$ cat config.mk
export PLATFORM = sky130hd
export DESIGN_NAME = singleCycleMips
export DESIGN_NICKNAME = d
export VERILOG_FILES = /design/src/hdl/mipsPkg.sv /design/src/hdl/singleCycleMips.sv /design/src/hdl/executeUnit.sv /design/src/hdl/registerFile.sv /design/src/hdl/programCounter.sv /design/src/hdl/controlDecoder.sv
export VERILOG_INCLUDE_DIRS = /design/src /design/src/hdl
export SDC_FILE = /design/constraint.sdc
export NUM_CORES = 2
export LEC_CHECK = 0
export BUFFER_PORTS_ARGS = -buffer_cell sky130_fd_sc_hd__buf_2
export CAP_MARGIN = 20
export CORE_ASPECT_RATIO = 1.2
export CORE_MARGIN = 5
export CORE_UTILIZATION = 55
export CTS_CLUSTER_DIAMETER = 200
export DETAILED_ROUTE_END_ITERATION = 10
export PLACE_DENSITY = 0.78
export RECOVER_POWER = 50
export SKIP_CTS_REPAIR_TIMING = 1
export SLEW_MARGIN = 0
export SYNTH_ARGS = -nofsm -noshare
export SYNTH_HDL_FRONTEND = slang
export SYNTH_SLANG_ARGS = --single-unit
$ cat constraint.sdc
create_clock -name clk -period 8.5 [get_ports clk]
set_input_delay 1.275 -clock clk [delete_from_list [all_inputs] [get_ports clk]]
set_output_delay 1.275 -clock clk [all_outputs]
set_load 0.01 [all_outputs]
$ cat src/hdl/mips_macros.svh
/*
 * Encodings shared by the single-cycle MIPS core.
 * Opcodes, R-type function codes, ALU operation codes, the link
 * register number and the data memory word-address width.
 * Include wherever one of these constants is needed.
 */
`ifndef MIPS_MACROS_SVH
`define MIPS_MACROS_SVH

// ==================================================
// primary opcodes, instr[31:26]
// ==================================================
`define OP_RTYPE 6'b000000
`define OP_J     6'b000010
`define OP_JAL   6'b000011
`define OP_BEQ   6'b000100
`define OP_LW    6'b100011
`define OP_SW    6'b101011

// R-type function codes, instr[5:0]
`define FN_ADD 6'b100000
`define FN_SUB 6'b100010
`define FN_AND 6'b100100
`define FN_OR  6'b100101
`define FN_SLT 6'b101010

// ==================================================
// ALU operation codes
// ==================================================
`define ALU_AND 4'b0000
`define ALU_OR  4'b0001
`define ALU_ADD 4'b0010
`define ALU_SUB 4'b0110
`define ALU_SLT 4'b0111
// no-op, result forced to zero
`define ALU_NOP 4'b1111

// jal return address goes here
`define LINK_REG 5'd31
// data memory is addressed by word
`define DMEM_ADDR_W 7

`endif
$ cat src/hdl/mipsPkg.sv
/*
 * Types shared by the core blocks and the testbench.
 * Import with a wildcard in the module header of each user.
 */
package mipsPkg;

  // data and address word
  typedef logic [31:0] word_t;

  // register number, rs/rt/rd fields
  typedef logic [4:0] regAddr_t;

  // ALU operation, values from the macro header
  typedef logic [3:0] aluCtrl_t;

  // ==================================================
  // decoded controls of one instruction
  // ==================================================
  typedef struct packed {
    // destination from rd instead of rt
    logic     regDst;
    // jal: write pc+8 into r31
    logic     link;
    // second operand is the immediate
    logic     aluSrc;
    // write back load data
    logic     memToReg;
    logic     regWrite;
    logic     memWrite;
    // beq
    logic     branch;
    // j or jal
    logic     jump;
    aluCtrl_t aluCtrl;
  } ctrlSig_t;

  // twelve bits total, first field at the top

endpackage

$ cat src/hdl/singleCycleMips.sv
/*
 * Top of the single-cycle MIPS core.
 * Instruction and data memory live outside and answer within the
 * same cycle. wbData shows what the register file is offered.
 */
`timescale 1ns/1ps
`include "mips_macros.svh"

module singleCycleMips import mipsPkg::*; (
  input  logic                    clk,
  input  logic                    rst,
  input  word_t                   instr,
  output word_t                   instrAddr,
  input  word_t                   memReadData,
  output logic [`DMEM_ADDR_W-1:0] memAddr,
  output word_t                   memWriteData,
  output logic                    memWriteEn,
  output word_t                   wbData
);

  ctrlSig_t ctrl;
  regAddr_t rsAddr;
  regAddr_t rtAddr;
  regAddr_t rdAddr;
  regAddr_t destAddr;
  word_t    rsData;
  word_t    rtData;
  word_t    aluResult;
  word_t    immExt;
  word_t    linkAddr;
  logic     aluZero;

  // instruction fields
  assign rsAddr = instr[25:21];
  assign rtAddr = instr[20:16];
  assign rdAddr = instr[15:11];

  // ==================================================
  // control
  // ==================================================
  controlDecoder i_controlDecoder (
    .instr (instr),
    .ctrl  (ctrl)
  );

  programCounter i_programCounter (
    .clk          (clk),
    .rst          (rst),
    .ctrl         (ctrl),
    .aluZero      (aluZero),
    .jumpIndex    (instr[25:0]),
    .branchOffset (immExt),
    .pc           (instrAddr),
    .linkAddr     (linkAddr)
  );

  // ==================================================
  // datapath
  // ==================================================
  // destination: r31 for jal, rd for R-type, rt for lw
  assign destAddr = ctrl.link   ? `LINK_REG :
                    ctrl.regDst ? rdAddr    : rtAddr;

  // write-back source
  assign wbData = ctrl.link     ? linkAddr    :
                  ctrl.memToReg ? memReadData : aluResult;

  registerFile i_registerFile (
    .clk       (clk),
    .rst       (rst),
    .readAddrA (rsAddr),
    .readAddrB (rtAddr),
    .writeAddr (destAddr),
    .writeEn   (ctrl.regWrite),
    .writeData (wbData),
    .readDataA (rsData),
    .readDataB (rtData)
  );

  executeUnit i_executeUnit (
    .ctrl        (ctrl),
    .operandA    (rsData),
    .regOperandB (rtData),
    .imm         (instr[15:0]),
    .result      (aluResult),
    .zero        (aluZero),
    .immExt      (immExt)
  );

  // data memory port, word address from the byte address
  assign memAddr      = aluResult[`DMEM_ADDR_W+1:2];
  assign memWriteData = rtData;
  assign memWriteEn   = ctrl.memWrite;

endmodule

$ cat src/hdl/executeUnit.sv
/*
 * Execute stage of the single-cycle core.
 * Sign-extends the immediate, picks the second operand and runs
 * the ALU. The zero flag only counts for a subtraction, so beq
 * is the only user.
 */
`timescale 1ns/1ps
`include "mips_macros.svh"

module executeUnit import mipsPkg::*; (
  input  ctrlSig_t    ctrl,
  input  word_t       operandA,
  input  word_t       regOperandB,
  input  logic [15:0] imm,
  output word_t       result,
  output logic        zero,
  output word_t       immExt
);

  word_t operandB;

  // ==================================================
  // operand preparation
  // ==================================================
  // copy bit 15 into the upper half
  assign immExt   = {{16{imm[15]}}, imm};

  // immediate for lw/sw, register otherwise
  assign operandB = ctrl.aluSrc ? immExt : regOperandB;

  // ==================================================
  // ALU
  // ==================================================
  always_comb begin
    case (ctrl.aluCtrl)
      `ALU_ADD: result = operandA + operandB;
      `ALU_SUB: result = operandA - operandB;
      `ALU_AND: result = operandA & operandB;
      `ALU_OR:  result = operandA | operandB;
      // unsigned compare
      `ALU_SLT: result = (operandA < operandB) ? 32'd1 : 32'd0;
      default:  result = '0;
    endcase
  end

  // equal operands on beq
  assign zero = (ctrl.aluCtrl == `ALU_SUB) && (result == '0);

endmodule

$ cat src/hdl/registerFile.sv
/*
 * General purpose register file, 32 x 32 bits.
 * Two asynchronous read ports and one write port on the clock edge.
 * Register 0 is never written and always reads as zero.
 */
`timescale 1ns/1ps

module registerFile import mipsPkg::*; (
  input  logic     clk,
  input  logic     rst,
  input  regAddr_t readAddrA,
  input  regAddr_t readAddrB,
  input  regAddr_t writeAddr,
  input  logic     writeEn,
  input  word_t    writeData,
  output word_t    readDataA,
  output word_t    readDataB
);

  word_t regs [32];

  // ==================================================
  // write port
  // ==================================================
  always_ff @(posedge clk or negedge rst) begin
    if (!rst) begin
      // whole file cleared while in reset
      for (int i = 0; i < 32; i++) begin
        regs[i] <= '0;
      end
    end else if (writeEn && (writeAddr != 5'd0)) begin
      regs[writeAddr] <= writeData;
    end
  end

  // read ports
  // r0 forced to zero on read as well
  assign readDataA = (readAddrA == 5'd0) ? '0 : regs[readAddrA];
  assign readDataB = (readAddrB == 5'd0) ? '0 : regs[readAddrB];

endmodule

$ cat src/hdl/programCounter.sv
/*
 * Program counter register with next-address selection.
 * Jump wins over a taken beq, otherwise the address steps by 4.
 * Also supplies pc+8 as the jal return value.
 */
`timescale 1ns/1ps

module programCounter import mipsPkg::*; (
  input  logic        clk,
  input  logic        rst,
  input  ctrlSig_t    ctrl,
  input  logic        aluZero,
  input  logic [25:0] jumpIndex,
  input  word_t       branchOffset,
  output word_t       pc,
  output word_t       linkAddr
);

  word_t pcReg;
  word_t pcPlus4;
  word_t branchTarget;
  word_t jumpTarget;
  logic  branchTaken;

  assign pcPlus4      = pcReg + 32'd4;
  assign linkAddr     = pcReg + 32'd8;
  // offset counts words
  assign branchTarget = pcPlus4 + {branchOffset[29:0], 2'b00};
  // keep the 256 MB region of pc+4
  assign jumpTarget   = {pcPlus4[31:28], jumpIndex, 2'b00};
  assign branchTaken  = ctrl.branch & aluZero;

  // ==================================================
  // address register
  // ==================================================
  always_ff @(posedge clk or negedge rst) begin
    if (!rst) begin
      pcReg <= '0;
    end else if (ctrl.jump) begin
      pcReg <= jumpTarget;
    end else if (branchTaken) begin
      pcReg <= branchTarget;
    end else begin
      pcReg <= pcPlus4;
    end
  end

  assign pc = pcReg;

endmodule

$ cat src/hdl/controlDecoder.sv
/*
 * Main control and ALU control in one combinational block.
 * Maps opcode and function code of the fetched word onto the
 * control struct read by the rest of the core.
 */
`timescale 1ns/1ps
`include "mips_macros.svh"

module controlDecoder import mipsPkg::*; (
  input  word_t    instr,
  output ctrlSig_t ctrl
);

  logic [5:0] opcode;
  logic [5:0] funct;

  assign opcode = instr[31:26];
  assign funct  = instr[5:0];

  // ==================================================
  // decode
  // ==================================================
  always_comb begin
    // unknown opcodes fall through as a no-op
    ctrl         = '0;
    ctrl.aluCtrl = `ALU_NOP;

    case (opcode)
      `OP_RTYPE: begin
        ctrl.regDst   = 1'b1;
        ctrl.regWrite = 1'b1;
        case (funct)
          `FN_ADD: ctrl.aluCtrl = `ALU_ADD;
          `FN_SUB: ctrl.aluCtrl = `ALU_SUB;
          `FN_AND: ctrl.aluCtrl = `ALU_AND;
          `FN_OR:  ctrl.aluCtrl = `ALU_OR;
          `FN_SLT: ctrl.aluCtrl = `ALU_SLT;
          default: begin
            // unsupported funct, nothing written
            ctrl.regWrite = 1'b0;
          end
        endcase
      end
      `OP_LW: begin
        // address = rs + offset
        ctrl.aluSrc   = 1'b1;
        ctrl.memToReg = 1'b1;
        ctrl.regWrite = 1'b1;
        ctrl.aluCtrl  = `ALU_ADD;
      end
      `OP_SW: begin
        ctrl.aluSrc   = 1'b1;
        ctrl.memWrite = 1'b1;
        ctrl.aluCtrl  = `ALU_ADD;
      end
      `OP_BEQ: begin
        // compare by subtraction, zero flag decides
        ctrl.branch  = 1'b1;
        ctrl.aluCtrl = `ALU_SUB;
      end
      `OP_J: begin
        ctrl.jump = 1'b1;
      end
      `OP_JAL: begin
        ctrl.jump     = 1'b1;
        ctrl.link     = 1'b1;
        ctrl.regWrite = 1'b1;
      end
      default: begin
        ctrl.aluCtrl = `ALU_NOP;
      end
    endcase
  end

endmodule

; Word-level counts from Yosys, hierarchy flattened
; Index checks and enable logic that the tools add are counted.
[word_totals]
register_bits = 1056
in_bits = 66
output_inout_bits = 104
[classes]
n_lt_le_gt_ge = 5
mux = 31
add_sub_neg = 5
reduce_logical = 13
eq_ne = 14
bitwise = 6
[ops]
columns = operator, count
row1 = $bwmux 1024, 1
row2 = $mux 32, 12
row3 = $bmux 32 s5, 2
row4 = $demux 32 s5, 1
row5 = $pmux 32 s5, 1
row6 = $add 32x32->32, 2
row7 = $eq 6x6->1 const B, 7
row8 = $add 32x3->32 const B, 1
row9 = $add 32x4->32 const B, 1
row10 = $and 32x32->32, 1
row11 = $logic_not 32->1, 1
row12 = $lt 32x32->1, 1
row13 = $or 32x32->32, 1
row14 = $sub 32x32->32, 1
row15 = $pmux 4 s5, 1
row16 = $ge 6x6->1 const B, 3
row17 = $not 5->6, 3
row18 = $eq 6x2->1 const B, 2
row19 = $pmux 4 s3, 1
row20 = $logic_not 5->1, 2
row21 = $mux 5, 2
row22 = $mux 1, 9
row23 = $eq 4x3->1 const B, 2
row24 = $eq 6x3->1 const B, 1
row25 = other kinds (11), 15

; Depth between registers and ports, before layout
[logic_depth]
word_depth = 14
depth_mapped = 25
ltp_nobuf = 21

; By module
; A second synthesis with hierarchy kept.
[unflattened]
hier_cells = 5136
hier_area_um2 = 65052.4
[by_module_without_submodules]
columns = mod, area_per_inst_um2, cells_each, n_inst
row1 = registerFile, 54369.6, 3621, 1
row2 = executeUnit, 5749.3, 860, 1
row3 = programCounter, 3948.8, 508, 1
row4 = singleCycleMips, 807.0, 119, 1
row5 = controlDecoder, 177.7, 28, 1

; Worst setup path before layout
; No wires, ideal clock.
[synth_timing]
kind = in2out
start = in instr[21]
end = out wbData[27]
arrival_ns = 7.297
path_stages = 23
t_required_ns = 7.225
slack_ns = -0.072
cell_sequence = clkbuf_1 clkbuf_1 clkbuf_1 buf_1 mux4_2 mux4_2 nand2_1 a21oi_1 ha_1 or4_4 or3_1 o22ai_1 a21oi_1 nor3b_2 o21ai_1 and3_1 a211o_1 a2111o_1 nor2_1 nor2_1 a21oi_1 clkbuf_1 inv_1
[synth_via]
elab_chain_cells = 9
word_cells_on_any_way = 13
classes_between = 2 x add/sub / 7 x mux / 3 x bitwise / 1 x reduce/logical
[synth_rtl]
columns = element, line
row1 = from (decl), singleCycleMips.sv:12  ; input word_t instr,
row2 = $not 5->6 (not written as such), registerFile.sv:38  ; assign readDataA = (readAddrA == 5'd0) ? '0 : regs[readAddrA];
row3 = $bmux 32 s5, registerFile.sv:38
row4 = $mux 32 (not written as such) (2 in a row), registerFile.sv:38
row5 = $mux 32 (*), registerFile.sv:38
row6 = $sub 32x32->32 (tied with other cells), executeUnit.sv:37  ; `ALU_SUB: result = operandA - operandB;
row7 = $pmux 32 s5 (*), executeUnit.sv:35  ; case (ctrl.aluCtrl)
row8 = $mux 32 (*), singleCycleMips.sv:66  ; ctrl.memToReg ? memReadData : aluResult;
row9 = $mux 32 (*), singleCycleMips.sv:65  ; assign wbData = ctrl.link ? linkAddr :
row10 = to (decl), singleCycleMips.sv:18  ; output word_t wbData
; Mark *: on every way between the ends. The rest lies on a longest branch, timed or not. The select of a mux whose other input is x is not followed.

; Final worst setup path
[layout_timing]
start = in instr[16]
end = out wbData[27]
[layout_via]
elab_chain_cells = 10
word_cells_on_any_way = 14
classes_between = 2 x add/sub / 8 x mux / 3 x bitwise / 1 x reduce/logical
[layout_rtl]
columns = element, line
row1 = $not 5->6 (not written as such), registerFile.sv:39  ; assign readDataB = (readAddrB == 5'd0) ? '0 : regs[readAddrB];
row2 = $bmux 32 s5, registerFile.sv:39
row3 = $mux 32 (not written as such) (2 in a row), registerFile.sv:39
row4 = $mux 32 (*), registerFile.sv:39
row5 = $mux 32 (*), executeUnit.sv:29  ; assign operandB = ctrl.aluSrc ? immExt : regOperandB;
row6 = $sub 32x32->32 (tied with other cells), executeUnit.sv:37
row7 = $pmux 32 s5 (*), executeUnit.sv:35
row8 = $mux 32 (*), singleCycleMips.sv:66
row9 = $mux 32 (*), singleCycleMips.sv:65
; Marks and branches as above.

==> impl_metrics.toml <==
[run_status]
outcome = "complete, but fails checks"
failed_checks = "max-capacitance violations, max-slew violations"

[final_layout]
nFillCells = 8435
fin_cells = 7336
drive_gt1_share_pct = 22.1
multiInputGateArea_sq_um = 33000
nNetsFinal = 5954
finalInstanceArea_sq_um = 68400
area_growth_pct = 11.0
seq_area_sq_um = 26400

[clock_network]
cts_buffers = 101
htree_levels = 3
insertion_delay_ps = 720
cts-root-buf = "clkbuf_16"
cts_tree = "done"
clk_pin_slew_ps = 60
clock_sinks = 1054
clk_path_buf_depth = 3

[power_and_ir_drop]
switchingPower_uw = 3340
ir_worst_vdd_mv = 0.157
p_comb_share_pct = 15.1
p_leak_uw = 0.0298
p_seq_share_pct = 44.3
p_sw_share_pct = 28.0
power_frac_clock_pct = 40.7
power_density_nw_per_um2 = 174
power.internal_uw = 8560

[critical_path]
worstPathRequired_ps = 7220
critical_path_arrival_ps = 7140
max_stage_delay_ps = 530
regToRegSetupSlack_ps = 1540
crit_path_frequent_cell = "buf_4"
crit_slowest_cell = "or4_4"
ff2ff_path_depth = 24
critPathLaunchType = "primary input"
critical_path.max_fanout = 13
crit_start = "instr[16]"
critPathKind = "primary input to output port"
endpoint_kind = "output port"
r2r-end = "i_programCounter.pc[23]"
setup.worst_path.end = "wbData[27]"
r2r-start = "i_registerFile.regs[640]"

[global_route]
grt_overflow = 0
antenna_found_initial = 5
grt_max_degree = 174
grt_pass1_vias = 51600
grt_usage_pct = 34.8
grt_pass1_wl_um = 313000

[synth]
netlist_instances = 5801
synth_edf_count = 0
yosysTopAreaCellShare_pct = 42.8
synth_cell_types = 95
yosysMostFrequentCell = "nand2_1"
ys.flop_type = "dfrtp_1"
synthTopCellsByArea = "dfrtp_1 43%, mux4_2 23%, o21ai_0 8.3%"
netlist_top_cells_count = "1128 x nand2_1, 1054 x dfrtp_1, 1025 x o21ai_0, 640 x mux4_2, 478 x clkbuf_1"
ys_seq_area_share_pct = 42.8
syn_avg_cell_area_sq_um = 10.6
ys_seq_elements = 1054
synth_area_leader_cell = "dfrtp_1"
ys_warn_count = 0
async_reset_ff_share_pct = 100
syn-cell-area_sq_um = 61600

[timing]
hold_viol = 0
setup_violations = 0
whs_ps = 395
period_needed_ps = 8420
final_max_slew_viol_count = 824
max_slew_margin_pct = -227
skew_ps = 34.9
fmax_ghz = 0.119
worstMarginPinSlew_ps = 4900
period_share_pct = 99.0

[place]
dp_hpwl_um = 128000
placed_area_sq_um = 64700
portBuffers = 167
routabilityCongestion = 1.03
place_inst = 7145

[routing]
via_per_inst = 6.91
via_count = 50700
drt_iter0_drc = 6598
routed_wl_um = 209000
post-route-drc-count = 0
wire_per_inst_um = 28.5
postRouteAntennaNets = 0
first_pass_iters = 7

[die]
die_h_um = 377
fp.dieW_um = 316
start_util_pct = 55.3
num_rows = 134
dieArea_sq_um = 119000
core_sq_um = 111000
pin_count = 170

[job]
drv_cap = 7

[min_path]
min_path_type = "flop to flop"
## cells by family (layout without fill, tap and decap cells)
kind of cell             count (synthesis)  count (layout)  share of synthesized area (%)
adder cells (fa/ha/maj)                130             130                           2.68
XOR/XNOR                                87              87                           1.24
other                                    1               3                        0.00609
buffers and inverters                  685             722                           4.24
flip-flops                            1054            1054                           42.8
multiplexers                           706             706                           24.5
AO/OA/AOI/OAI                         1496            1496                           13.5
AND/OR/NAND/NOR                       1642            1642                           11.1
## sequential cells by signal, indices dropped and copies added, names as in the netlist
| register | cells |
|---|---|
| i_programCounter.pc | 30 |
| i_registerFile.regs | 1024 |
## layer usage
layer | share of wire [%] | GRT usage [%] | routed length (um) | vias up
met5 | 0.013 | 0 | 27 | -
met4 | 8.3 | 24.7 | 17400 | 4
met3 | 13 | 11.1 | 28200 | 983
met2 | 45 | 53.1 | 94500 | 3667
met1 | 33 | 42.3 | 69200 | 25200
li1 | - | - | - | 20900
## how the worst min path moves through the flow
stage	to	slack, ps	from	cells after the start
5_1_grt	i_registerFile.regs[998]	410	i_registerFile.regs[998]	0
2_1_floorplan	i_registerFile.regs[1000]	440	i_registerFile.regs[1000]	1
4_1_cts	i_registerFile.regs[1020]	400	i_registerFile.regs[1020]	0
3_5_place_dp	i_registerFile.regs[1008]	380	i_registerFile.regs[1008]	0
3_3_place_gp	i_registerFile.regs[1015]	380	i_registerFile.regs[1015]	0
6_report	i_registerFile.regs[1008]	390	i_registerFile.regs[1008]	0
## stage by stage
| step | setup slack [ps] | TNS, ps | util, % | total power, uW |
|---|---|---|---|---|
| after floorplan | 44.2 | 0 | - | 6420 |
| after global placement | -311 | -652 | 58.1 | 7070 |
| after detailed placement | -331 | -646 | 58.1 | 7100 |
| after CTS | -380 | -729 | 61.3 | 11900 |
| after global routing | -38.4 | -38.4 | 61.4 | 12200 |
| final | 83.7 | 0 | 61.4 | 11900 |
## placed cells by master, fill, tap and decap left out, types with 27 or more instances in the layout
cell	n
nor3_1	54
xor2_1	30
clkbuf_1	40
mux2i_1	57
nand2_4	27
nor2_1	247
o21ai_0	1022
xnor2_1	57
a21o_1	30
nand3_1	40
clkbuf_16	108
dfrtp_1	1054
a21oi_1	210
nand2_1	1097
buf_2	132
nand2b_1	50
mux4_2	640
inv_1	134
buf_4	199
ha_1	127
## area by class of cell
class	instances	area share (%)
tap	1496	2.74
multi-input combinational	4063	48.3
sequential	1054	38.6
antenna	1	0.00366
timing repair buffer	402	4.50
clock inverter	45	0.854
inverter	136	0.747
clock buffer	139	4.32
## worst max-delay path: cells and delay by family
family | cells | cell delay, ps
simple gates | 7 | 1590
fa+ha+maj | 1 | 270
compound gates | 7 | 1500
mux | 3 | 1320
buf+inv | 7 | 1170
## power by group through the flow
stage          registers [uW]  logic [uW]  clock network, uW
3_5_place_dp             5350        1750                  0
3_3_place_gp             5350        1720                  0
4_1_cts                  5260        1770               4840
5_1_grt                  5270        1920               5060
2_1_floorplan            5320        1100                  0
6_report                 5270        1790               4840
Note: power is estimated with default switching activity, not from simulation.
